==> src/pool_pkg.sv <==
`default_nettype none

package pool_pkg;

	localparam int DATA_W    = 8;
	localparam int ADDR_W    = 10;
	localparam int MEM_DEPTH = 1024;
	localparam int NUM_REQ   = 3;
	localparam int MAX_ROW   = 32;

	// arbiter priority, lowest index wins
	localparam int REQ_HOST = 0;
	localparam int REQ_RELU = 1;
	localparam int REQ_POOL = 2;

	typedef logic signed [DATA_W-1:0] pixel_t;
	typedef logic [ADDR_W-1:0] addr_t;

	typedef struct packed {
		logic   valid;
		logic   we;
		addr_t  addr;
		pixel_t wdata;
	} mem_req_t;

	// num_row needs one bit more than the row index
	typedef struct packed {
		logic [$clog2(MAX_ROW):0] num_row;
		logic [2:0]               num_channel;
		addr_t                    in_base;
		addr_t                    out_base;
	} layer_cfg_t;

	typedef enum logic [1:0] {SEQ_IDLE, SEQ_RELU, SEQ_POOL} seq_state_t;
	typedef enum logic [1:0] {POOL_IDLE, POOL_READ, POOL_WRITE} pool_state_t;
	typedef enum logic [1:0] {RELU_IDLE, RELU_READ, RELU_WRITE} relu_state_t;

endpackage

`default_nettype wire

==> src/layer_sequencer.sv <==
`timescale 1ns/1ns
`default_nettype none

module layer_sequencer import pool_pkg::*; (
	input  wire logic       clk,
	input  wire logic       rst,
	input  wire logic       start,
	input  wire layer_cfg_t cfg,
	output logic            relu_start,
	output logic            pool_start,
	output layer_cfg_t      cfg_q,
	input  wire logic       relu_done,
	input  wire logic       pool_done,
	output logic            busy,
	output logic            done
);

	seq_state_t state;

	// busy covers the done cycle as well
	assign busy = (state != SEQ_IDLE) || done;

	always_ff @(posedge clk) begin
		if (state == SEQ_IDLE && start && !done) begin
			cfg_q <= cfg;
		end
	end

	always_ff @(posedge clk or negedge rst) begin
		if (!rst) begin
			state      <= SEQ_IDLE;
			relu_start <= 1'b0;
			pool_start <= 1'b0;
			done       <= 1'b0;
		end else begin
			relu_start <= 1'b0;
			pool_start <= 1'b0;
			done       <= 1'b0;
			case (state)
				SEQ_IDLE: begin
					if (start && !done) begin
						relu_start <= 1'b1;
						state      <= SEQ_RELU;
					end
				end
				SEQ_RELU: begin
					if (relu_done) begin
						pool_start <= 1'b1;
						state      <= SEQ_POOL;
					end
				end
				SEQ_POOL: begin
					if (pool_done) begin
						done  <= 1'b1;
						state <= SEQ_IDLE;
					end
				end
				default: state <= SEQ_IDLE;
			endcase
		end
	end

endmodule

`default_nettype wire

==> config.mk <==
export PLATFORM = sky130hd
export DESIGN_NAME = layer_sequencer
export DESIGN_NICKNAME = d
export VERILOG_FILES = /design/src/pool_pkg.sv /design/src/layer_sequencer.sv
export SDC_FILE = /design/constraint.sdc
export NUM_CORES = 1
export LEC_CHECK = 0
export BUFFER_PORTS_ARGS = -buffer_cell sky130_fd_sc_hd__buf_2
export CORE_MARGIN = 3
export CORE_UTILIZATION = 37
export CTS_CLUSTER_SIZE = 12
export DETAILED_ROUTE_END_ITERATION = 8
export HOLD_SLACK_MARGIN = 0.05
export PLACE_DENSITY_LB_ADDON = 0.15
export SYNTH_ARGS = -nofsm -noshare
export SYNTH_HDL_FRONTEND = slang
export SYNTH_SLANG_ARGS = --single-unit
==> constraint.sdc <==
create_clock -name clk -period 2.8 [get_ports clk]
set_input_delay 0 -clock clk [delete_from_list [all_inputs] [get_ports clk]]
set_output_delay 0 -clock clk [all_outputs]
set_load 0.01 [all_outputs]
== Word level (Yosys, flattened, before mapping) ==
Index checks and enable logic that the tools add are counted.
Operators by class
  equal/unequal tests: 5
  mux-type cells: 10
  reduce and logical (&&, ||, !) cells: 8
Operators by type and width (number)
  two-way mux 1 bit: 6
  two-way mux 2 bit: 3
  case mux 2 bit (3 select lines): 1
  inequality test 2 bit (second input constant): 2
  logical AND 1 bit: 3
  AND reduction 3 bit: 1
  == test 2 x 1 -> 1 bit (second input constant): 1
  == test 2 bit (second input constant): 1
  zero test 2 bit: 1
  inequality test 2 x 1 -> 1 bit (second input constant): 1
  nonzero test 2 bit: 1
  zero test 1 bit: 1
  logical OR 1 bit: 1
Word-level totals
  flip-flop bits (word level): 34
  logic and storage cells: 31

== Logic depth before layout (Yosys ltp) ==
Gate-level depths: netlist (run 1).
  word-level depth: 4
  gate-level depth with buffers: 2
  gate-level depth less buffers: 2

== Worst setup path after synthesis (run 1) ==
No wires, ideal clock.
  kind: reg2reg
  start point: reg done
  end point: reg cfg_q[0] (netlist bit) (enable)
  library setup time: 0.435 ns
  arrival: 2.196 ns
  slack: 0.169 ns
  cell stages (with the launch flop): 2
  path through: dfrtp_1 nor4b_2
On the way
  cells in the longest elaborated chain, start to end: 2
RTL lines
  from (decl): line layer_sequencer.sv:15  | output logic done
  from (signal assigned): line layer_sequencer.sv:34  | done <= 1'b0;
  from (signal assigned): line layer_sequencer.sv:38  | done <= 1'b0;
  from (signal assigned): line layer_sequencer.sv:54  | done <= 1'b1;
  zero test 1 bit: line layer_sequencer.sv:24  | if (state == SEQ_IDLE && start && !done) begin
  logical AND 1 bit: line layer_sequencer.sv:24
  to (signal assigned): line layer_sequencer.sv:25  | cfg_q <= cfg;
  to (decl): line layer_sequencer.sv:11  | output layer_cfg_t cfg_q,
Every way passes these cells.
A chain may end at the register's enable or synchronous reset.

== Worst setup path in the final report (run 1) ==
  start point: reg state[0]
  end point: reg cfg_q[24] (netlist bit) (enable)
On the way
  cells in the longest elaborated chain, start to end: 3
RTL lines
  from (decl): line layer_sequencer.sv:18  | seq_state_t state;
  from (signal assigned): line layer_sequencer.sv:31  | state <= SEQ_IDLE;
  from (signal assigned): line layer_sequencer.sv:43  | state <= SEQ_RELU;
  from (signal assigned): line layer_sequencer.sv:49  | state <= SEQ_POOL;
  zero test 2 bit: line layer_sequencer.sv:24
  logical AND 1 bit (2 in a row): line layer_sequencer.sv:24
Every way passes these cells.

==> results of run 1 <==
worst max-delay path by stage:
stage	to	cells after the start	from	slack (ns)
2_1_floorplan	cfg_q[0]	1	done	0.17
3_3_place_gp	cfg_q[13]	2	state[0]	1.09
3_5_place_dp	cfg_q[13]	2	state[0]	1.07
4_1_cts	cfg_q[13]	2	state[0]	1.06
5_1_grt	cfg_q[13]	2	state[0]	0.97
6_report	cfg_q[24]	2	state[0]	1.08
routing by layer:
metal	GRT usage	part of all wire	wire (um)	up-vias
met2	0.281	0.57	1350	46
met3	0.0475	0.10	243	3
li1	-	-	-	386
met1	0.122	0.32	750	358
met5	0	0	0	-
met4	0.0665	0.0093	22	0
cell type report:
class	instances	area, um2
sequential	34	996
timing repair buffer	101	691
clock buffer	7	45.0
tap	30	37.5
multi-input combinational	10	83.8
fill	173	759
power breakdown:
group | leakage (nW) | switching [mW] | internal (mW)
clock | 0.0254 | 0.141 | 0.0946
sequential | 0.337 | 0.0531 | 0.703
combinational | 0.449 | 0.182 | 0.176
total | 0.812 | 0.377 | 0.973
sequential cells by signal, summed over array words and instances, names as in the netlist:
signal / cells
relu_start: 1
pool_start: 1
done: 1
state: 2
cfg_q: 29
synthesized netlist by cell type (all sizes together):
cell type | number | area (um2)
nand2 | 1 | 3.75
or3 | 1 | 7.51
or2 | 2 | 12.5
nor4b | 2 | 23.8
and3b | 1 | 8.76
nor2 | 1 | 3.75
edfxtp | 29 | 871
dfrtp | 5 | 125
nor3b | 2 | 15.0
cells by family after synthesis:
group         after synthesis
simple gates               10
flops                      34
what timing repair did:
item | 4_1_cts | 5_1_grt
gates resized for setup | 0 | 0
setup buffers | 0 | 0
endpoints found under the hold margin | 38 | 0
hold buffers | 34 | 0
cells in the final DEF, fill, tap and decap left out:
cell,n
buf_2,66
dlygate4sd3_1,34
edfxtp_1,29
clkbuf_4,5
dfrtp_1,5
nor3b_1,2
clkbuf_1,2
or3_2,1
nor4b_4,1
nand2_1,1
nor2_1,1
and3b_1,1
nor4b_1,1
or2_2,1
or2_1,1
buf_12,1
through the flow:
stage | instance area (um2) | power (mW) | setup slack (ns) | cells
floorplan | 1070 | 0.913 | 0.169 | 44
global placement | 1470 | 1.09 | 1.09 | 141
detailed placement | 1470 | 1.10 | 1.07 | 141
CTS | 1850 | 1.37 | 1.06 | 182
global route | 1850 | 1.43 | 0.969 | 182
finish | 1850 | 1.35 | 1.08 | 182
critical path, stage by stage, from the launching register on:
cell	delay, ns
dfrtp_1	0.47
nor4b_4	0.71
buf_12	0.24
==> metrics.md, run 1 <==
| Metric | Value |
|---|---|
| Initial antenna violation count | 0 |
| CP required | 2.83 ns |
| Area growth from synthesis to layout | 73.0% |
| Post-synthesis simple-gate area fraction | 0.0701 |
| Final WL | 2360 um |
| Share of cells above drive strength 1 | 0.493 |
| Setup TNS Final | 0 ns |
| Std-Cell Core Area | 0.00261 mm2 |
| Crit path max fanout | 19 |
| Die footprint | 0.00358 mm2 |
| First-pass GRT wire length | 3570 um |
| Worst Setup End Kind | flip-flop |
| Final Util | 0.709 |
| Num CTS Buffers | 5 |
| Ant. Diodes | 0 |
| Static leakage | 0.812 nW |
| WP data arrival | 1.75 ns |
| Reg-to-reg endpoint | cfg_q[24] |
| Vias | 793 |
| TritonCTS Sinks | 34 |
| Clk_lat worst skew | 0.32 ns |
| Antenna Nets Post-Route | 0 |
| CTS tree | built |
| Slew Limit Fails | 0 |
| Gate Count Post-Synth | 44 |
| Setup slack, reg-to-reg | 1.08 ns |
| Worst Clk Skew | 0.00489 ns |
| Die Wd | 59.8 um |
| FMAX | 583 MHz |
| Avg Vias per Cell | 4.36 |
| Hold EP | cfg_q[4] |
| Port buffer count | 66 |
| Clk buf depth | 2 |
| Distinct cells, synth | 11 |
| Max_slew headroom | 0.497 |
| IO Pins | 67 |
| H-tree depth | 2 |
| Synthesized Nets | 78 |
| Root Driver | clkbuf_4 |
| Class of the worst hold path | in2reg |
| Status | complete, no violations |
| Crit Path Category | reg2reg |
| VDD IR max | 0.488 mV |
| Vias in the first global route | 847 |
| Yosys Warn Count | 0 |
| P per Cell Area | 728 mW/mm2 |
| Max_cap viols | 0 |
| Total GRT Usage | 0.142 |
| Final min period | 1.72 ns |
| Largest family of logic cells by synthesized area | simple AND/OR/NAND/NOR gates |
| Worst Reg-to-Reg Cells | 2 |
| Final worst path period share | 0.613 |
| Largest net degree at the start of global routing | 20 |
| Seq/Total Area, Yosys | 0.930 |
| Hold Path Depth | 2 |
| Grt total ovfl | 0 |
| Final setup vio count | 0 |
| Post-synthesis mux area share | 0 |
| Drt pass-1 iters | 4 |
| Xor/xnor cell area share of the yosys netlist | 0 |
| Initial drt markers | 19 |
| Num rows | 18 |
| FF-to-FF Start | state[0] |
| Worst-Margin Slew | 0.752 ns |
| Number of remaining DRC errors | 0 |
| Final hold viol count | 0 |
| Synthesized area per cell | 24.3 um2 |
| Gp weighted congestion | 0.693 |
| Clock-pin slew on the worst setup and hold paths | 0.09 ns |
| RSZ-0062 raised after global routing | false |
| Final nets | 186 |
| Flops & latches, synth | 34 |
| Compound-gate portion of the synthesized area | 0 |
| WHS | 0.386 ns |
| Dpl hpwl | 1620 um |
| Worst Min Path Start | cfg[4] |
| Post-synthesis adder-cell area fraction | 0 |
| Mapped Area | 0.00107 mm2 |
| Avg WL per Cell | 13.0 um |
| Chip Height | 59.8 um |
| Critical Path Start Type | flip-flop |
| Starting density of the core | 0.410 |
Note: power is estimated with default switching activity, not from simulation.
==> run 2: changes to the inputs <==
- clock period: 2.8 -> 1.5 ns (I/O delays scaled with it)
==> run 2 against run 1 <==
Compared with the run above: largest power group unchanged; sequential power increased by 87%; total power increased by 89%; first-iteration DRC count decreased by 11%; highest routed layer unchanged.
==> metrics.md, run 2 (synthesis gave the netlist of run 1 again) <==
| Metric | Value |
|---|---|
| Status | complete, no violations |
| Area of the multi-input gates | 83.8 um2 |
| Hold Path Depth | 2 |
| WP data arrival | 1.41 ns |
| FF-to-FF Start | state[1] |
| Net Sw Frac | 0.282 |
| Static leakage | 0.821 nW |
| Final setup vio count | 0 |
| Number of remaining DRC errors | 0 |
| Drt pass-1 iters | 4 |
| Avg Vias per Cell | 4.27 |
| Largest net degree at the start of global routing | 22 |
| Reg with most FFs | cfg_q |
| VDD IR max | 1.11 mV |
| Post-CTS setup buffers | 0 |
| Vias in the first global route | 783 |
| Setup slack, reg-to-reg | 0.14 ns |
| Pint | 1.83 mW |
| Area growth from synthesis to layout | 74.2% |
| Hold EP | cfg_q[23] |
| FMAX | 710 MHz |
| Clk_lat worst skew | 0.32 ns |
| Max_slew headroom | 0.806 |
| Die footprint | 0.00358 mm2 |
| Gp weighted congestion | 0.681 |
| Final instance area | 0.00187 mm2 |
| Clock-pin slew on the worst setup and hold paths | 0.10 ns |
| Worst path max stage delay | 0.47 ns |
| Crit Path Category | reg2out |
| Reg area | 996 um2 |
| Worst-Margin Slew | 0.290 ns |
| Clock power frac | 0.179 |
| Initial drt markers | 17 |
| Total GRT Usage | 0.144 |
| Chip Height | 59.8 um |
| Grt total ovfl | 0 |
| RSZ-0062 raised after global routing | false |
| Root Driver | clkbuf_4 |
| Crit path max fanout | 7 |
| Critical Path Start Type | flip-flop |
| Starting density of the core | 0.410 |
| Commonest cells after routing, fill and taps aside | 66 x buf_2, 34 x dlygate4sd3_1, 29 x edfxtp_1, 5 x clkbuf_4, 5 x dfrtp_1 |
| Die Wd | 59.8 um |
| Vias | 786 |
| Reg power frac | 0.553 |
| Initial antenna violation count | 0 |
| H-tree depth | 2 |
| Antenna Nets Post-Route | 0 |
| Final Util | 0.714 |
| Clk buf depth | 2 |
| Slew Limit Fails | 0 |
| Max_cap viols | 0 |
| Psw | 0.718 mW |
| Dpl hpwl | 1560 um |
| CP required | 1.50 ns |
| CTS tree | built |
| Most common cell after layout, fill and taps aside | buf_2 |
| Final min period | 1.41 ns |
| CP max-delay cell | or3_2 |
| CP Cell Sequence | or3_2 > buf_2 |
| Worst Clk Skew | 0.00314 ns |
| P per Cell Area | 1360 mW/mm2 |
| Final nets | 187 |
| Share of cells above drive strength 1 | 0.500 |
| First-pass GRT wire length | 3530 um |
| Layout Cells excl Fill | 184 |
| FILL cells | 187 |
| Port buffer count | 66 |
| Placed instance area | 0.00148 mm2 |
| Biggest regs | cfg_q (29), state (2) |
| Num CTS Buffers | 5 |
| Ant. Diodes | 0 |
| IO Pins | 67 |
| Avg WL per Cell | 12.6 um |
| Logic pwr share | 0.268 |
| Worst Reg-to-Reg Cells | 2 |
| TritonCTS Sinks | 34 |
| Class of the worst hold path | in2reg |
| Final worst path period share | 0.938 |
| Std-Cell Core Area | 0.00261 mm2 |
| Max FFs per register | 29 |
| Reg-to-reg endpoint | cfg_q[8] |
| Worst Setup End Kind | output pin |
| Final WL | 2310 um |
| Final hold viol count | 0 |
| Worst Min Path Start | cfg[23] |
| Num rows | 18 |
| Placed Cells incl. Taps | 142 |
==> run 2: per-layer routing <==
layer,GRT usage,vias up,routed length [um],share of wire
met3,0.0756,4,265,0.11
met5,0,-,0,0
li1,-,392,-,-
met2,0.250,44,1220,0.53
met4,0.0475,0,27,0.012
met1,0.146,346,802,0.35
==> run 2: worst max-delay path by stage <==
stage                     slack (ns)        end  startpoint  cells past startpoint
final                           0.09       busy    state[0]                      2
after global routing            0.02       busy    state[0]                      2
after CTS                       0.08       busy    state[0]                      2
after detailed placement        0.14   cfg_q[8]    state[1]                      2
after global placement          0.17  cfg_q[13]    state[1]                      2
after floorplan                -0.45   cfg_q[0]    state[1]                      1
==> run 2: metrics by stage <==
stage | worst slack [ns] | hold WS [ns] | power [mW] | TNS, ns
3_3_place_gp | 0.166 | -0.181 | 2.05 | 0
4_1_cts | 0.0750 | 0.356 | 2.59 | 0
6_report | 0.0923 | 0.378 | 2.55 | 0
2_1_floorplan | -0.450 | -0.296 | 1.72 | -13.42
5_1_grt | 0.0152 | 0.347 | 2.72 | 0
3_5_place_dp | 0.136 | -0.180 | 2.06 | 0
==> run 2: final cells by class <==
type | instances | area share
multi-input cells | 10 | 0.0449
well taps | 30 | 0.0201
repair buffers | 102 | 0.374
clock buffers | 6 | 0.0221
clock inverters | 2 | 0.00469
flip-flops and latches | 34 | 0.534
==> run 2: worst max-delay path: cells and delay by family (launching register included) <==
| family | cells | cell delay (ns) |
|---|---|---|
| buffers and inverters | 1 | 0.15 |
| AND/OR/NAND/NOR | 1 | 0.47 |
| flip-flops | 1 | 0.46 |
==> run 2: power by group through the flow <==
stage / sequential (mW) / combinational [mW] / clock (mW)
finish: 1.41 / 0.683 / 0.456
global route: 1.44 / 0.748 / 0.533
CTS: 1.41 / 0.694 / 0.478
detailed placement: 1.43 / 0.627 / 0
global placement: 1.42 / 0.622 / 0
floorplan: 1.54 / 0.176 / 0
==> run 2: repair_timing <==
action,CTS,global route
hold buffers,34,0
hold endpoints to repair,38,0
gates resized for setup,0,0
==> run 3: changes to the inputs <==
- REMOVE_ABC_BUFFERS: unset -> 1
==> run 3 against run 2 <==
Compared with the run above: non-clock buffer count unchanged; global-route usage is 1.0 points lower; sequential cell count is the same; cell count unchanged; register-to-register slack about the same; setup slack better by 0.0041 ns; critical path type unchanged; critical path depth did not move.
==> metrics.md, run 3 (synthesis gave the netlist of run 1 again) <==
| Metric | Value |
|---|---|
| Met1 global-route usage | 0.125 |
| Num rows | 18 |
| Number of remaining DRC errors | 0 |
| WHS | 0.378 ns |
| Vias | 794 |
| Reg power frac | 0.517 |
| Placed instance area | 0.00148 mm2 |
| Most common cell after layout, fill and taps aside | buf_2 |
| Biggest regs | cfg_q (29), state (2) |
| Layout Cells excl Fill | 184 |
| Port buffer count | 66 |
| Class of the worst hold path | in2reg |
| Status | complete, no violations |
| Slew Limit Fails | 0 |
| Area growth from synthesis to layout | 76.5% |
| Avg WL per Cell | 13.0 um |
| First-pass GRT wire length | 3350 um |
| VDD IR max | 1.38 mV |
| Die footprint | 0.00358 mm2 |
| Worst slack, placed | 0.144 ns |
| Global route hottest layer | met2 |
| Largest net degree at the start of global routing | 20 |
| Clock power frac | 0.231 |
| Crit path max fanout | 7 |
| Critical Path Start Type | flip-flop |
| CTS tree | built |
| H-tree depth | 2 |
| Drt pass-1 iters | 4 |
| Commonest cells after routing, fill and taps aside | 66 x buf_2, 34 x dlygate4sd3_1, 29 x edfxtp_1, 5 x clkbuf_4, 5 x dfrtp_1 |
| Std-Cell Core Area | 0.00261 mm2 |
| Static leakage | 0.831 nW |
| Final instance area | 0.00189 mm2 |
| Final setup vio count | 0 |
| Initial antenna violation count | 0 |
| Psw | 0.718 mW |
| Clk buf depth | 2 |
| Gp weighted congestion | 0.690 |
| Initial drt markers | 10 |
| Total GRT Usage | 0.133 |
| Share of cells above drive strength 1 | 0.500 |
| # resized after CTS | 0 |
| TritonCTS Sinks | 34 |
| Max FFs per register | 29 |
| Max_cap viols | 0 |
| Grt total ovfl | 0 |
| Chip Height | 59.8 um |
| Final worst path period share | 0.936 |
| Final hold viol count | 0 |
| Pint | 2.00 mW |
| Logic pwr share | 0.253 |
| Ant. Diodes | 0 |
| Clock-pin slew on the worst setup and hold paths | 0.10 ns |
| Top Family by Delay on Critical Path | flip-flops |
| Final nets | 187 |
| Final WL | 2400 um |
| Total Power | 2.72 mW |
| Post-CTS setup buffers | 0 |
| P per Cell Area | 1440 mW/mm2 |
| Worst Setup End Kind | output pin |
| Starting density of the core | 0.410 |
| Clk_lat worst skew | 0.32 ns |
| Setup slack, reg-to-reg | 0.15 ns |
| Antenna Nets Post-Route | 0 |
| Worst-Margin Slew | 0.272 ns |
| Worst path max stage delay | 0.47 ns |
| Final worst slack | 0.0964 ns |
| CP max-delay cell | dfrtp_1 |
| FILL cells | 184 |
| IO Pins | 67 |
| Reg with most FFs | cfg_q |
| Setup TNS Final | 0 ns |
| Placed Cells incl. Taps | 142 |
| CP required | 1.50 ns |
| CP Cell Sequence | or3_2 > buf_2 |
| Final min period | 1.40 ns |
| FMAX | 712 MHz |
| Num CTS Buffers | 5 |
| Crit path buf inv count | 1 |
| Max_slew headroom | 0.816 |
| WP data arrival | 1.40 ns |
| Final Util | 0.724 |
| GR Util met3 | 0.0518 |
| Avg Vias per Cell | 4.32 |
| RSZ-0062 raised after global routing | false |
| Net Sw Frac | 0.264 |
| Die Wd | 59.8 um |
| Crit Path Category | reg2out |
| Vias in the first global route | 770 |
| Worst Clk Skew | 0.00474 ns |
| Root Driver | clkbuf_4 |
| Met2 usage | 0.256 |
## run 3: layout make-up
class | count | area, um2 | area share
sequential | 34 | 996 | 0.527
timing repair buffer | 102 | 698 | 0.369
multi-input combinational | 10 | 83.8 | 0.0443
clock buffer | 7 | 45.0 | 0.0238
tap | 30 | 37.5 | 0.0199
clock inverter | 1 | 30.0 | 0.0159
## run 3: layer usage
metal | wire length [um] | vias to the layer above
met5 | 0 | -
met4 | 24 | 0
met3 | 237 | 3
met2 | 1340 | 44
met1 | 792 | 355
li1 | - | 392
## run 3: timing repair
action | CTS | global route
setup endpoints to repair | 0 | 0
endpoints found under the hold margin | 38 | 0
hold buffers | 34 | 0
## run 3: worst paths after layout
check,from,endpoint,depth (start not counted)
max,state[0],busy,2
max reg2reg,state[0],cfg_q[2],2
min,cfg[12],cfg_q[12],2
max in group asynchronous,rst,state[1],3
min in group asynchronous,rst,pool_start,3
min reg2reg,done,relu_start,1
## run 3: power by group through the flow
stage               Sequential [mW]  Clock (mW)  Combinational (mW)
detailed placement             1.43           0               0.628
finish                         1.41       0.627               0.687
floorplan                      1.54           0               0.165
global placement               1.42           0               0.624
CTS                            1.41       0.653               0.697
global route                   1.43       0.683               0.744
## run 3: worst reg2reg max path: stages, from the launching register on
cell and delay [ns]:
dfrtp_1 0.47, nor4b_4 0.35, buf_4 0.25
